$ cat src/hw/arb_pkg.sv
// Arbiter package with channel codes, request and throttle sets and the queue depth
package arb_pkg;

  // Channel select code driven to the transmit pipeline mux
  typedef enum logic [1:0] {
    CFG = 2'd0, // Config channel
    CC  = 2'd1, // Completions
    RW  = 2'd2, // Requester writes
    RR  = 2'd3  // Requester reads
  } chan_sel_e;

  // One bit per channel, MSB first
  // Used by the PSR, by the FIFO entries and by the new request vector
  typedef struct packed {
    logic rw;  // Bit 3, highest priority
    logic cc;  // Bit 2
    logic cfg; // Bit 1
    logic rr;  // Bit 0, lowest priority
  } req_set_t;

  // Hold-back flags to the user channels
  // CFG never gets throttled
  typedef struct packed {
    logic rw;
    logic cc;
    logic rr;
  } thrtl_t;

  // Pending request queue depth
  // One slot stays unused, so 4 holds the 3 requests that can
  // pile up while a fourth channel is being served
  localparam int DEF_FIFO_DEPTH = 4;

endpackage

$ cat src/hw/stream_pkg.sv
// Stream package with the per-channel valid and last sideband of the user interfaces
package stream_pkg;

  // Sideband of one user channel, only what the arbiter looks at
  typedef struct packed {
    logic valid; // Beat presented
    logic last;  // Final beat of the packet
  } beat_t;

  // All four channels side by side
  // Same channel order as the request set
  typedef struct packed {
    beat_t rw;  // Requester write port
    beat_t cc;  // Completion port
    beat_t cfg; // Config port
    beat_t rr;  // Requester read port
  } chan_beats_t;

endpackage

$ cat src/hw/pkt_scheduler.sv
// Packet scheduler, holds the PSR, picks the channel, tracks completion and throttles
`timescale 1ns/10ps

module pkt_scheduler (
  input  logic                    com_iclk,
  input  logic                    com_sysrst,
  input  stream_pkg::chan_beats_t chan_beats,
  input  logic                    tx_ready,     // Downstream ready
  input  logic                    link_up,
  input  arb_pkg::req_set_t       pkt_req,      // From the detector
  input  arb_pkg::req_set_t       fifo_head,
  input  logic                    fifo_empty,
  output logic                    completed,    // One cycle after the accepted last beat
  output logic                    psr_idle,
  output arb_pkg::chan_sel_e      channel_sel,
  output logic                    push,
  output arb_pkg::req_set_t       push_data,
  output logic                    pop,
  output arb_pkg::thrtl_t         thrtl
);

  import arb_pkg::*;
  import stream_pkg::*;

  req_set_t psr;           // Packet status register
  req_set_t psr_nxt;
  req_set_t served;        // Bit of the channel being served
  beat_t    sel_beat;      // Sideband of the selected channel
  logic     psr_single;    // Exactly one request left
  logic     psr_multi;     // More than one left
  logic     has_req;
  logic     any_valid;
  logic     more_pending;  // Others still wait after this one

  assign psr_idle     = (psr == '0);
  assign psr_single   = $onehot(psr);
  assign psr_multi    = !$onehot0(psr);
  assign has_req      = (pkt_req != '0);
  assign any_valid    = chan_beats.rw.valid | chan_beats.cc.valid |
                        chan_beats.cfg.valid | chan_beats.rr.valid;
  assign more_pending = !fifo_empty || psr_multi;
  assign push_data    = pkt_req;  // Only the new requests get queued

  // Fixed priority RW, CC, CFG, RR
  always_comb begin
    if (psr.rw) begin
      channel_sel = RW;
    end else if (psr.cc) begin
      channel_sel = CC;
    end else if (psr.cfg) begin
      channel_sel = CFG;
    end else if (psr.rr) begin
      channel_sel = RR;
    end else begin
      channel_sel = RW;  // Idle default, lets a lone RW packet start at once
    end
  end

  always_comb begin
    served = '0;
    case (channel_sel)
      RW: begin
        sel_beat  = chan_beats.rw;
        served.rw = 1'b1;
      end
      CC: begin
        sel_beat  = chan_beats.cc;
        served.cc = 1'b1;
      end
      CFG: begin
        sel_beat   = chan_beats.cfg;
        served.cfg = 1'b1;
      end
      default: begin
        sel_beat  = chan_beats.rr;
        served.rr = 1'b1;
      end
    endcase
  end

  // Accepted last beat on the selected channel
  always_ff @(posedge com_iclk) begin
    if (com_sysrst) begin
      completed <= 1'b0;
    end else begin
      completed <= sel_beat.valid & sel_beat.last & tx_ready;
    end
  end

  // Next PSR and FIFO control
  always_comb begin
    psr_nxt = psr;
    push    = 1'b0;
    pop     = 1'b0;
    if (fifo_empty) begin
      if (psr_idle) begin
        if (has_req) begin
          psr_nxt = pkt_req;  // Straight in, nothing ahead
        end
      end else if (completed && psr_single) begin
        psr_nxt = pkt_req;  // Last one served, take whatever is new
      end else if (completed) begin
        psr_nxt = link_up ? (psr & ~served) : '0;
        push    = has_req;
      end else if (has_req) begin
        push = 1'b1;  // Busy, queue it
      end else if (!link_up && !any_valid) begin
        psr_nxt = '0;  // Nothing left to send on a dead link
      end
    end else begin
      if (completed && psr_single) begin
        psr_nxt = fifo_head;
        pop     = 1'b1;
      end else if (completed) begin
        psr_nxt = psr & ~served;
      end
      push = has_req;  // Queue behind older entries
    end
  end

  always_ff @(posedge com_iclk) begin
    if (com_sysrst) begin
      psr <= '0;
    end else begin
      psr <= psr_nxt;
    end
  end

  // Channel just served wants another packet but others come first
  always_comb begin
    thrtl.rw = completed && (channel_sel == RW) && pkt_req.rw && more_pending;
    thrtl.cc = completed && (channel_sel == CC) && pkt_req.cc && more_pending;
    thrtl.rr = completed && (channel_sel == RR) && pkt_req.rr && more_pending;
  end

endmodule

$ cat src/hw/req_detect.sv
// Request detector, turns valid edges and back-to-back valids into packet requests
`timescale 1ns/10ps

module req_detect (
  input  logic                    com_iclk,
  input  logic                    com_sysrst,
  input  stream_pkg::chan_beats_t chan_beats,  // User sideband of all channels
  input  logic                    link_up,
  input  logic                    completed,   // Served packet finished last cycle
  input  arb_pkg::chan_sel_e      channel_sel,
  input  logic                    psr_idle,    // Nothing being served
  output arb_pkg::req_set_t       pkt_req      // New requests this cycle
);

  import arb_pkg::*;

  req_set_t valid_now;   // Live valids gathered as a request set
  req_set_t valid_q;     // Valids of the last cycle
  req_set_t valid_rise;  // Rising edges
  req_set_t b2b;         // Valid kept high right after own completion
  logic     link_up_q;
  logic     link_rise;
  logic     cc_in_pkt;   // CC packet running, masks new CC requests

  always_comb begin
    valid_now.rw  = chan_beats.rw.valid;
    valid_now.cc  = chan_beats.cc.valid;
    valid_now.cfg = chan_beats.cfg.valid;
    valid_now.rr  = chan_beats.rr.valid;
  end

  assign valid_rise = valid_now & ~valid_q;
  assign link_rise  = link_up & ~link_up_q;

  // Edge registers
  always_ff @(posedge com_iclk) begin
    if (com_sysrst) begin
      valid_q   <= '0;
      link_up_q <= 1'b0;
    end else begin
      valid_q   <= valid_now;
      link_up_q <= link_up;
    end
  end

  // CC tracking, set on a non-final beat and cleared by last
  // A dead link drops any packet in flight
  always_ff @(posedge com_iclk) begin
    if (com_sysrst) begin
      cc_in_pkt <= 1'b0;
    end else if (!link_up) begin
      cc_in_pkt <= 1'b0;
    end else if (chan_beats.cc.valid && !chan_beats.cc.last) begin
      cc_in_pkt <= 1'b1;
    end else if (chan_beats.cc.last) begin
      cc_in_pkt <= 1'b0;
    end
  end

  // Valid never dropped between packets so no edge shows
  // Only the channel just served can ask this way
  always_comb begin
    b2b = '0;
    if (completed) begin
      case (channel_sel)
        RW:  b2b.rw  = valid_now.rw;
        CC:  b2b.cc  = valid_now.cc;
        CFG: b2b.cfg = valid_now.cfg;
        RR:  b2b.rr  = valid_now.rr;
      endcase
    end
  end

  always_comb begin
    pkt_req.rw  = valid_rise.rw | b2b.rw;
    pkt_req.cc  = !cc_in_pkt && (valid_rise.cc || b2b.cc);  // Masked mid-packet
    // CFG request lost on link down gets raised again on link up
    pkt_req.cfg = valid_rise.cfg | b2b.cfg | (link_rise & valid_now.cfg & psr_idle);
    pkt_req.rr  = valid_rise.rr | b2b.rr;
  end

endmodule

$ cat src/hw/req_fifo.sv
// Request FIFO, circular queue of pending request sets, flushed when the link drops
`timescale 1ns/10ps

module req_fifo #(
  parameter int DEPTH = arb_pkg::DEF_FIFO_DEPTH
) (
  input  logic              com_iclk,
  input  logic              com_sysrst,
  input  logic              flush,      // Link lost
  input  logic              push,
  input  arb_pkg::req_set_t push_data,
  input  logic              pop,
  output arb_pkg::req_set_t head,       // Oldest entry
  output logic              empty
);

  import arb_pkg::*;

  localparam int AW = (DEPTH > 1) ? $clog2(DEPTH) : 1;

  req_set_t      mem [DEPTH];  // Entry storage
  logic [AW-1:0] rd_ptr;
  logic [AW-1:0] wr_ptr;

  // Wraps at DEPTH, so any depth works, not just powers of two
  function automatic logic [AW-1:0] ptr_inc(input logic [AW-1:0] ptr);
    logic [AW-1:0] nxt;
    nxt = (ptr == AW'(DEPTH - 1)) ? '0 : ptr + 1'b1;
    return nxt;
  endfunction

  // Pointers equal means empty, so one slot is never filled
  assign empty = (rd_ptr == wr_ptr);
  assign head  = mem[rd_ptr];  // Shows a push one edge later

  always_ff @(posedge com_iclk) begin
    if (com_sysrst) begin
      rd_ptr <= '0;
      wr_ptr <= '0;
    end else if (flush) begin
      rd_ptr <= '0;  // Drop everything queued
      wr_ptr <= '0;
    end else begin
      if (push) begin
        wr_ptr <= ptr_inc(wr_ptr);
      end
      if (pop) begin
        rd_ptr <= ptr_inc(rd_ptr);
      end
    end
  end

  always_ff @(posedge com_iclk) begin
    if (push && !flush) begin
      mem[wr_ptr] <= push_data;
    end
  end

endmodule

$ cat src/hw/tx_arbiter_top.sv
// Transmit arbiter top, joins request detection, request FIFO and packet scheduler
`timescale 1ns/10ps

module tx_arbiter_top #(
  parameter int FIFO_DEPTH = arb_pkg::DEF_FIFO_DEPTH
) (
  input  logic                    com_iclk,
  input  logic                    com_sysrst,
  input  stream_pkg::chan_beats_t chan_beats,
  input  logic                    tx_ready,
  input  logic                    link_up,
  output arb_pkg::chan_sel_e      channel_sel,
  output arb_pkg::thrtl_t         thrtl
);

  import arb_pkg::*;

  req_set_t pkt_req;     // Detector to scheduler
  req_set_t push_data;
  req_set_t fifo_head;
  logic     completed;
  logic     psr_idle;
  logic     push;
  logic     pop;
  logic     fifo_empty;

  req_detect u_req_detect (
    .com_iclk    (com_iclk),
    .com_sysrst  (com_sysrst),
    .chan_beats  (chan_beats),
    .link_up     (link_up),
    .completed   (completed),
    .channel_sel (channel_sel),
    .psr_idle    (psr_idle),
    .pkt_req     (pkt_req)
  );

  req_fifo #(
    .DEPTH (FIFO_DEPTH)
  ) u_req_fifo (
    .com_iclk   (com_iclk),
    .com_sysrst (com_sysrst),
    .flush      (!link_up),  // Queue dropped while the link is down
    .push       (push),
    .push_data  (push_data),
    .pop        (pop),
    .head       (fifo_head),
    .empty      (fifo_empty)
  );

  pkt_scheduler u_pkt_scheduler (
    .com_iclk    (com_iclk),
    .com_sysrst  (com_sysrst),
    .chan_beats  (chan_beats),
    .tx_ready    (tx_ready),
    .link_up     (link_up),
    .pkt_req     (pkt_req),
    .fifo_head   (fifo_head),
    .fifo_empty  (fifo_empty),
    .completed   (completed),
    .psr_idle    (psr_idle),
    .channel_sel (channel_sel),
    .push        (push),
    .push_data   (push_data),
    .pop         (pop),
    .thrtl       (thrtl)
  );

endmodule

$ cat config.mk
export PLATFORM = sky130hd
export DESIGN_NAME = tx_arbiter_top
export DESIGN_NICKNAME = d
export VERILOG_FILES = /design/src/hw/arb_pkg.sv /design/src/hw/stream_pkg.sv /design/src/hw/pkt_scheduler.sv /design/src/hw/req_detect.sv /design/src/hw/req_fifo.sv /design/src/hw/tx_arbiter_top.sv
export SDC_FILE = /design/constraint.sdc
export NUM_CORES = 1
export LEC_CHECK = 0
export BUFFER_PORTS_ARGS = -buffer_cell sky130_fd_sc_hd__clkbuf_2
export CAP_MARGIN = 20
export CORE_ASPECT_RATIO = 1.75
export CORE_MARGIN = 3
export CORE_UTILIZATION = 53
export CTS_BUF_LIST = sky130_fd_sc_hd__clkbuf_16
export DETAILED_ROUTE_END_ITERATION = 8
export GPL_TIMING_DRIVEN = 0
export PLACE_DENSITY = 0.85
export SLEW_MARGIN = 10
export SYNTH_ARGS = -nofsm -noshare
export SYNTH_HDL_FRONTEND = slang
export SYNTH_HIERARCHICAL = 1
export SYNTH_SLANG_ARGS = --single-unit
$ cat constraint.sdc
create_clock -name com_iclk -period 3.2 [get_ports com_iclk]
set_clock_uncertainty 0.2 [all_clocks]
set_input_delay 0.16 -clock com_iclk [delete_from_list [all_inputs] [get_ports com_iclk]]
set_output_delay 0.16 -clock com_iclk [all_outputs]
set_load 0.01 [all_outputs]
==> flow_metrics.tcl, run 1 <==
set metrics [dict create \
    use_met3 0.0551 \
    grt_max_degree 17 \
    leakage_uw 0.000913 \
    post_synth_num_cell_types 48 \
    number_of_placed_i_o_pins 17 \
    final_cells 232 \
    chipHeight_um 84.3 \
    totalWireLength_um 4120 \
    p_sw_uw 644 \
    clock_tree.htree_level_count 2 \
    syn_to_final_growth_pct 22.3 \
    fmax_mhz 325 \
    ctsLongestPathBuffers 2 \
    final_hold_violation_count 0 \
    postPlaceCellArea_um2 1990 \
    std_cell_rows 27 \
    outcome "finished clean" \
    cts_tree "done" \
    synth_edf_count 16 \
    grt_antenna_before_repair 0 \
    share_of_total_power_in_sequential_cells 0.294 \
    initial_utilization 0.573 \
    postSynthAreaPerCell_um2 11.7 \
    buffer_ports.inserted 16 \
    power.density_nw_per_um2 821 \
    whs_ps 24.4 \
    drt-pass1-iter-count 4 \
    syn_nets 182 \
    numCtsBuffers 5 \
    clock_power_share 0.280 \
    busiest_metal_layer_after_global_routing "met2" \
    vias 1380 \
    stdcell_area_um2 2270 \
    avgRoutedWirePerCell_um 17.8 \
    grt.overflow.total 0 \
    routabilityCongestion 0.815 \
    vias_in_the_first_global_route 1408 \
    asyncSetResetFlopFracSynth 0 \
    ys_dominant_reg_cell "dfxtp_1" \
    critical_path_fanout_max 10 \
    clk_pin_slew_ps 50 \
    hold_class "input port to flop" \
    ys_seq_area_frac 0.442 \
    timing.max_cap.violations 0 \
    global_routing_met1_resource_utilization 0.222 \
    synth-seq-cells 33 \
    post-place-cells 218 \
    diodes 0 \
    post_synth_instance_area_um2 1860 \
    power_frac_comb 0.426 \
    floorplan.die.width_um 50.8 \
    timing.critical_path.required_ps 3180 \
    timing.setup.critical_path_class "flop to flop" \
    avgViaCountPerCell 5.95 \
    cp-start-kind "flop" \
    final_max_slew_viol_count 0 \
    grt_setup_unrepaired "no" \
    clkSinkCount 33 \
    design.die.area_um2 4280 \
    layout_worst_path_cycle_share 0.963 \
    grtUsageMet2 0.376 \
    post_synthesis_cell_count 159 \
    first_iter_violations 62 \
    power.ir.vdd_worst_uv 622 \
    worst_ep_arrival_time_ps 3060 \
    place_hpwl_um 2800 \
    clock-root-buffer "clkbuf_16" \
    slew_headroom 0.602 \
    timing_worst_slew_pin_value_ps 595 \
    ys_warn_count 6 \
    clk-insertion-delay-late_ps 270 \
    design.core.area_um2 3240 \
    end_kind "flop" \
    fillerInstances 227 \
    globalRouteTotalUtil 0.206 \
    power_report.internal_total_uw 1220 \
    power_switching_share 0.345 \
    ant_nets 0 \
    grt_pass1_wl_um 6630 \
    net_count_reported_at_finish 211 \
    layout-drive-gt1-share 0.275 \
    finalSetupViolCount 0 \
    drc_errors 0 \
    period_needed_ps 3080 \
]
## synth_stat cells, drive strengths merged (3+ instances only)
library cell | number | area, µm²
nand3b | 6 | 45.0
and2 | 4 | 25.0
ha | 10 | 125
nand2b | 4 | 25.0
a31oi | 4 | 25.0
or3b | 3 | 26.3
o211ai | 6 | 45.0
buf | 8 | 58.8
dfxtp | 17 | 340
a21boi | 3 | 22.5
and3 | 3 | 18.8
inv | 10 | 37.5
nor2b | 7 | 43.8
edfxtp | 16 | 480
nand2 | 3 | 11.3
mux4 | 4 | 101
nor3 | 4 | 20.0
nor2 | 9 | 33.8
a21oi | 7 | 38.8
## metal layers
layer | part of all wire | wire length (µm)
met1 | 0.36 | 1470
met2 | 0.57 | 2360
met3 | 0.056 | 230
met4 | 0.013 | 55
met5 | 0 | 0
## layout by cell type (no fill, tap or decap), drive strengths merged, types with 2 or more instances in the layout
cell type / synthesis / final
o211ai: 6 / 6
o21a: 2 / 2
a21boi: 3 / 3
nand3: 2 / 2
nand2b: 4 / 4
or3b: 3 / 3
edfxtp: 16 / 16
nor2: 9 / 9
nor3b: 2 / 2
mux4: 4 / 4
and4bb: 2 / 2
mux2i: 2 / 2
nand2: 3 / 3
nand3b: 6 / 6
a211oi: 2 / 2
dlygate4sd3: 0 / 5
a21oi: 7 / 7
nor3: 4 / 4
and2: 4 / 4
clkbuf: 1 / 22
xor2: 2 / 2
and3: 3 / 3
inv: 10 / 11
nor2b: 7 / 7
buf: 8 / 9
a31oi: 4 / 4
a211o: 2 / 2
ha: 10 / 10
dfxtp: 17 / 17
## cell families (layout without fill, tap and decap cells)
| family | after synthesis | in the layout | share of synthesized area |
|---|---|---|---|
| xor+xnor | 2 | 2 | 0.00943 |
| flops | 33 | 33 | 0.442 |
| compound gates | 35 | 35 | 0.158 |
| mux | 6 | 6 | 0.0653 |
| fa+ha+maj | 11 | 11 | 0.0781 |
| simple gates | 53 | 53 | 0.193 |
| buf+inv | 19 | 49 | 0.0539 |
## power groups by stage
| stage | logic, µW | clock network [µW] | registers, µW |
|---|---|---|---|
| final | 795 | 522 | 549 |
| after global routing | 870 | 546 | 555 |
| after CTS | 765 | 528 | 549 |
| after detailed placement | 719 | 0 | 556 |
| after global placement | 689 | 0 | 552 |
| after floorplan | 569 | 0 | 544 |
## area by class of cell
cell class | count | area, µm² | area share
buffer | 8 | 60.1 | 0.0264
clock buffer | 5 | 125 | 0.0551
clock inverter | 3 | 37.5 | 0.0165
inverter | 10 | 37.5 | 0.0165
multi-input combinational | 107 | 992 | 0.437
sequential | 33 | 821 | 0.361
tap | 43 | 53.8 | 0.0237
timing repair buffer | 23 | 145 | 0.0639
## through the flow
stage	util	power, µW	setup slack [ps]	setup TNS [ps]
finish	0.701	1870	119	0
global route	0.701	1970	1.43	0
detailed placement	0.614	1280	-268	-4470
CTS	0.690	1840	4.81	0
floorplan	-	1110	94.8	0
global placement	0.614	1240	-170	-2760
## registers in the layout, summed over array words and instances, names as in the netlist, named ones only
| register | flops |
|---|---|
| u_pkt_scheduler/psr | 4 |
| u_req_detect/valid_q | 4 |
| u_req_detect/link_up_q | 1 |
| u_req_fifo/wr_ptr | 2 |
| u_pkt_scheduler/completed | 1 |
| u_req_fifo/rd_ptr | 2 |
| u_req_detect/cc_in_pkt | 1 |
| u_req_fifo/mem | 16 |
## worst paths after layout
kind	from	endpoint	slack [ps]	depth (start not counted)
setup / recovery	u_pkt_scheduler/psr[1]	flop	120	11
setup reg to reg	u_pkt_scheduler/psr[1]	flop	120	11
hold reg to reg	u_req_detect/cc_in_pkt	u_req_detect/cc_in_pkt	300	2
hold / removal	chan_beats[5]	u_req_detect/valid_q[2]	20	2
## worst max-delay path, stage by stage, from the launching register on
cell and delay, ps:
dfxtp_1 300, buf_4 160, inv_1 100, fa_1 500, inv_1 40, ha_1 190
inv_1 60, ha_1 210, and4bb_4 390, nor2b_4 180, or3b_1 380, a211oi_2 270
## repair_timing
item,4_1_cts,5_1_grt
setup endpoints to repair,20,20
hold endpoints to repair,4,0
gates resized for setup,14,6
setup buffers,0,2
hold buffers,5,0
pin swaps,0,2
Note: power is estimated with default switching activity, not from simulation.
==> inputs of run 2 (changes only) <==
CORE_UTILIZATION = 52   (was 53)
PLACE_DENSITY = 0.84   (was 0.85)
SYNTH_HIERARCHICAL = not set   (was 1)
==> flow_metrics.tcl, run 2 <==
set metrics [dict create \
    ant_nets 0 \
    vias_in_the_first_global_route 1520 \
    period_needed_ps 3200 \
    postSynthAreaPerCell_um2 10.6 \
    leakage_uw 0.000876 \
    power.ir.vdd_worst_uv 703 \
    synthTopCellsByArea "edfxtp_1 (27%), dfxtp_1 (19%), ha_1 (6.3%)" \
    grt.overflow.total 0 \
    synth-adder-area-share 0.0743 \
    hold_critical_path_depth 3 \
    clkSinkCount 33 \
    synth_edf_count 16 \
    power_switching_share 0.368 \
    clock_power_share 0.260 \
    final_max_slew_viol_count 0 \
    totalWireLength_um 4600 \
    commonest_cells_after_routing_fill_and_taps_aside "clkbuf_2 (16), edfxtp_1 (16), nand2_1 (15), dfxtp_1 (15)" \
    stdcell_area_um2 2250 \
    slew_headroom 0.632 \
    layout_worst_path_cycle_share 0.999 \
    drc_errors 0 \
    ys_dominant_reg_cell "dfxtp_1" \
    ctsLongestPathBuffers 2 \
    initial_utilization 0.556 \
    number_of_placed_i_o_pins 17 \
    synth_compound_gate_area_share 0.149 \
    timing.setup.critical_path_class "flop to flop" \
    final_critical_path_setup_slack_ps 2.72 \
    combinational_family_with_the_most_area_after_synthesis "simple AND/OR/NAND/NOR gates" \
    yosys-mux-area-fraction 0.0680 \
    synth.top_cell.area_share 0.269 \
    r2r_cells 12 \
    clk-insertion-delay-late_ps 280 \
    power_report.internal_total_uw 1340 \
    whs_ps 7.45 \
    worst_path_largest_cell_delay_ps 530 \
    clk_pin_slew_ps 60 \
    end_kind "flop" \
    cts_tree "done" \
    timing_worst_slew_pin_value_ps 551 \
    synth.most_common_cell "dfxtp_1" \
    fmax_mhz 313 \
    syn_to_final_growth_pct 26.2 \
    avgViaCountPerCell 6.26 \
    rr_startpoint "u_pkt_scheduler.psr[2]" \
    share_of_total_power_in_sequential_cells 0.260 \
    regToRegEndpoint "u_pkt_scheduler.psr[2]" \
    path_cells "buf_6 > inv_2 > ha_1 > inv_2 > fa_2 > ha_4 > or4b_4 > a211oi_4 > buf_6 > nand2_1 > a31oi_1 > mux2_4" \
    asyncSetResetFlopFracSynth 0 \
    detailedPlace.worstSlack_ps -276 \
    grt_pass1_wl_um 7250 \
    timing.critical_path.required_ps 3220 \
    clock-root-buffer "clkbuf_16" \
    net_count_reported_at_finish 226 \
    power_frac_comb 0.480 \
    hold_start "com_sysrst" \
    timing.max_cap.violations 0 \
    routabilityCongestion 0.973 \
    clock_tree.htree_level_count 2 \
    drt-pass1-iter-count 6 \
    min_delay_worst_endpoint "u_pkt_scheduler.psr[3]" \
    globalRouteTotalUtil 0.232 \
    hold_class "input port to flop" \
    diodes 0 \
    post_synth_num_cell_types 47 \
    post_synthesis_cell_count 169 \
    layout-drive-gt1-share 0.298 \
    worst_ep_arrival_time_ps 3220 \
    floorplan.die.width_um 50.3 \
    chipHeight_um 83.5 \
    timing.critical_path.slowest_stage_cell "or4b_4" \
    netlist.top_cell.by_area "edfxtp_1" \
    final_hold_violation_count 0 \
    synth_common_cells "dfxtp_1 (17), edfxtp_1 (16), nand2_1 (15)" \
    flip_flop_count_of_the_largest_register_all_copies_and_words_added 16 \
    synth_simple_gate_area_frac 0.189 \
    grt_max_degree 13 \
    post_synth_instance_area_um2 1780 \
    avgRoutedWirePerCell_um 18.6 \
    std_cell_rows 27 \
    buffer_ports.inserted 16 \
    postPlaceCellArea_um2 1920 \
    vias 1553 \
    grt_antenna_before_repair 0 \
    critPathBufInv 4 \
    regMostFlops "u_req_fifo.mem" \
    ys_warn_count 0 \
    ys_seq_area_frac 0.460 \
    outcome "finished clean" \
    finalSetupViolCount 0 \
    cpLargestDelayFamily "adder cells" \
    reg2reg_setup_slack_ps 3 \
    design.die.area_um2 4200 \
    first_iter_violations 94 \
    final_cells 248 \
    power.density_nw_per_um2 945 \
    place_hpwl_um 3140 \
    critical_path_fanout_max 4 \
    design.core.area_um2 3210 \
    post-place-cells 228 \
    p_sw_uw 783 \
    synth-seq-cells 33 \
    layout_top_registers "u_req_fifo.mem x16, u_pkt_scheduler.psr x4, u_req_detect.valid_q x4" \
    syn_nets 191 \
    cp-start-kind "flop" \
    numCtsBuffers 5 \
    post_synth_xor_area_fraction 0.00982 \
]
==> run 2: changes by cell type after synthesis, moves of 4 or more <==
cell,before,now
o211ai_1,6,0
and2_1,4,0
nand2_1,3,15
o21ai_0,1,8
nand3b_1,6,1
==> run 2: worst max-delay path by stage <==
| stage | start | endpoint | slack, ps | depth (start not counted) |
|---|---|---|---|---|
| 2_1_floorplan | u_pkt_scheduler.psr[3] | u_req_fifo.mem[0][0] | 20 | 10 |
| 3_3_place_gp | u_pkt_scheduler.psr[3] | u_req_fifo.mem[3][1] | -220 | 10 |
| 3_5_place_dp | u_pkt_scheduler.psr[3] | u_req_fifo.mem[0][1] | -280 | 10 |
| 4_1_cts | u_pkt_scheduler.psr[3] | flop | -20 | 11 |
| 5_1_grt | u_pkt_scheduler.psr[2] | u_pkt_scheduler.psr[2] | -40 | 12 |
| 6_report | u_pkt_scheduler.psr[2] | u_pkt_scheduler.psr[2] | 3 | 12 |
==> run 2: kinds of logic after synthesis <==
| kind of cell | after synthesis |
|---|---|
| buffers and inverters | 19 |
| flip-flops | 33 |
| adder cells (fa/ha/maj) | 10 |
| XOR/XNOR | 2 |
| multiplexers | 7 |
| AO/OA/AOI/OAI | 37 |
| AND/OR/NAND/NOR | 61 |
==> run 2: stage by stage <==
step	TNS [ps]	total power [µW]	utilization
floorplan	0	1160	-
global placement	-3790	1310	0.598
detailed placement	-4960	1350	0.598
CTS	-129	1960	0.680
global route	-146	2220	0.701
finish	0	2130	0.701
==> run 2: what timing repair did <==
item / 4_1_cts / 5_1_grt
hold endpoints to repair: 5 / 0
hold buffers: 5 / 0
resized for setup: 10 / 12
pin swaps: 1 / 7
endpoints found under the setup margin: 28 / 26
buffers inserted: 1 / 6
==> run 2: power groups by stage <==
stage	Clock, µW	Sequential, µW	Combinational [µW]
after floorplan	0	549	608
after global placement	0	555	752
after detailed placement	0	561	784
after CTS	554	553	850
after global routing	574	561	1080
final	553	554	1020
==> run 2: layout make-up <==
class | instances | area (µm²)
Buffer | 6 | 47.5
Clock buffer | 5 | 125
Clock inverter | 3 | 46.3
Fill cell | 207 | 958
Inverter | 13 | 48.8
Multi-Input combinational cell | 117 | 917
Sequential cell | 33 | 826
Tap cell | 43 | 53.8
Timing Repair Buffer | 28 | 186
==> run 2: metal layers <==
metal	vias to the layer above	track usage	share of wire
met5	-	0	0
met4	0	0.123	0.059
met3	35	0.0555	0.069
met2	105	0.410	0.52
met1	725	0.242	0.35
li1	688	-	-
==> run 2: worst reg2reg max path, stage by stage (launching register included) <==
cell      delay (ps)
dfxtp_2          340
buf_6            110
inv_2             50
ha_1             290
inv_2             40
fa_2             410
ha_4             260
or4b_4           530
a211oi_4         290
buf_6            160
nand2_1           50
a31oi_1          220
mux2_4           180
==> inputs of run 3 (changes only) <==
==> constraint.sdc (replaced) <==
create_clock -name com_iclk -period 3.2 [get_ports com_iclk]
set_clock_uncertainty 0.2 [all_clocks]
set_input_delay 0.8 -clock com_iclk [delete_from_list [all_inputs] [get_ports com_iclk]]
set_output_delay 0.8 -clock com_iclk [all_outputs]
set_load 0.01 [all_outputs]
==> flow_metrics.tcl, run 3 (synthesized netlist as in run 2, its figures left out) <==
set metrics [dict create \
    outcome "complete, but fails checks" \
    failed_checks "setup timing" \
    setup_tns_ps -752 \
    final_hold_violation_count 0 \
    totalWireLength_um 5340 \
    grt_max_degree 13 \
    std_cell_rows 27 \
    vias 1581 \
    vias_in_the_first_global_route 1620 \
    floorplan.die.width_um 50.3 \
    avgRoutedWirePerCell_um 21.3 \
    hold_class "flop to flop" \
    fmax_mhz 297 \
    worst_ep_arrival_time_ps 2360 \
    design.core.area_um2 3210 \
    final_max_slew_viol_count 0 \
    diodes 0 \
    timing.critical_path.required_ps 2200 \
    clk-insertion-delay-late_ps 280 \
    regMostFlops "u_req_fifo.mem" \
    ant_nets 0 \
    power.ir.vdd_worst_uv 676 \
    ctsLongestPathBuffers 2 \
    slew_headroom 0.663 \
    place_hpwl_um 3190 \
    grt_pass1_wl_um 8210 \
    clk_pin_slew_ps 60 \
    final_critical_path_setup_slack_ps -165 \
    layout_worst_path_cycle_share 1.05 \
    syn_to_final_growth_pct 31.3 \
    numCtsBuffers 5 \
    clock-root-buffer "clkbuf_16" \
    timing.setup.critical_path_class "flop to output port" \
    net_count_reported_at_finish 229 \
    grt_setup_unrepaired "yes" \
    number_of_placed_i_o_pins 17 \
    cp-start-kind "flop" \
    routabilityCongestion 0.964 \
    grt_antenna_before_repair 0 \
    power.density_nw_per_um2 996 \
    chipHeight_um 83.5 \
    post-place-cells 228 \
    clock_tree.htree_level_count 2 \
    grt.overflow.total 0 \
    finalSetupViolCount 17 \
    drc_errors 0 \
    whs_ps 347 \
    period_needed_ps 3360 \
    critical_path_fanout_max 3 \
    avgViaCountPerCell 6.30 \
    final_cells 251 \
    flip_flop_count_of_the_largest_register_all_copies_and_words_added 16 \
    cts_tree "done" \
    globalRouteTotalUtil 0.265 \
    timing_worst_slew_pin_value_ps 506 \
    layout_top_registers "u_req_fifo.mem x16, u_pkt_scheduler.psr x4, u_req_detect.valid_q x4" \
    drt-pass1-iter-count 4 \
    leakage_uw 0.000903 \
    end_kind "output port" \
    initial_utilization 0.556 \
    layout.core_utilization 0.730 \
    layout-drive-gt1-share 0.365 \
    design.die.area_um2 4200 \
    timing.max_cap.violations 0 \
    first_iter_violations 116 \
    buffer_ports.inserted 16 \
    clkSinkCount 33 \
    commonest_cells_after_routing_fill_and_taps_aside "buf_4 (16), edfxtp_1 (16), nand2_1 (15), dfxtp_1 (15), clkbuf_2 (13)" \
]
-- run 3: changes by cell type in the layout (fill, tap and decap cells not counted), moves of 3 or more --
cell,before,now
clkbuf_2,16,13
dlygate4sd3_1,5,0
buf_2,2,5
buf_4,8,16
-- run 3: path summary, 6_finish.rpt --
kind	start	endpoint	slack (ps)	depth (start not counted)
min	u_req_fifo.rd_ptr[1]	u_req_fifo.rd_ptr[1]	350	2
min reg2reg	u_req_fifo.rd_ptr[1]	u_req_fifo.rd_ptr[1]	350	2
max	u_pkt_scheduler.psr[2]	thrtl[2]	-160	11
max reg2reg	u_pkt_scheduler.psr[2]	u_pkt_scheduler.psr[2]	-100	13
-- run 3: power by group --
group	internal [µW]	switching (µW)	leakage [µW]
combinational	553	669	0.000536
sequential	519	36.4	0.000287
clock	368	189	0.0000800
-- run 3: metal layers --
| layer | vias up | GRT usage | wire length (µm) |
|---|---|---|---|
| met5 | - | 0 | 0 |
| met4 | 0 | 0.136 | 276 |
| met3 | 31 | 0.0590 | 310 |
| met2 | 94 | 0.475 | 2970 |
| met1 | 761 | 0.274 | 1780 |
| li1 | 695 | - | - |
-- run 3: area by class of cell --
type	instances	area, µm²
Tap cell	43	53.8
Sequential cell	33	826
Inverter	13	56.3
Fill cell	197	867
Timing Repair Buffer	31	196
Clock buffer	5	125
Multi-Input combinational cell	117	991
Clock inverter	3	46.3
Buffer	6	47.5
-- run 3: metrics by stage --
| stage | instance area (µm²) | setup WS (ps) | power [µW] |
|---|---|---|---|
| 2_1_floorplan | 1790 | 15.5 | 1160 |
| 3_5_place_dp | 1930 | -430 | 1350 |
| 4_1_cts | 2270 | -187 | 2150 |
| 6_report | 2340 | -165 | 2330 |
| 3_3_place_gp | 1930 | -374 | 1310 |
| 5_1_grt | 2340 | -239 | 2430 |
-- run 3: worst max-delay path, stage by stage, from the launching register on --
cell and delay, ps:
dfxtp_2 350, buf_6 120, inv_6 40, ha_4 250
inv_2 30, fa_2 360, ha_4 240, nor3_4 210
a21oi_2 70, o21ai_4 190, nor2_1 70, buf_2 140
-- run 3: timing repair --
action / CTS / global route
pin swaps: 15 / 11
endpoints found under the hold margin: 0 / 0
endpoints found under the setup margin: 29 / 29
buffers inserted: 9 / 7
hold buffers: 0 / 0
gates resized for setup: 28 / 8
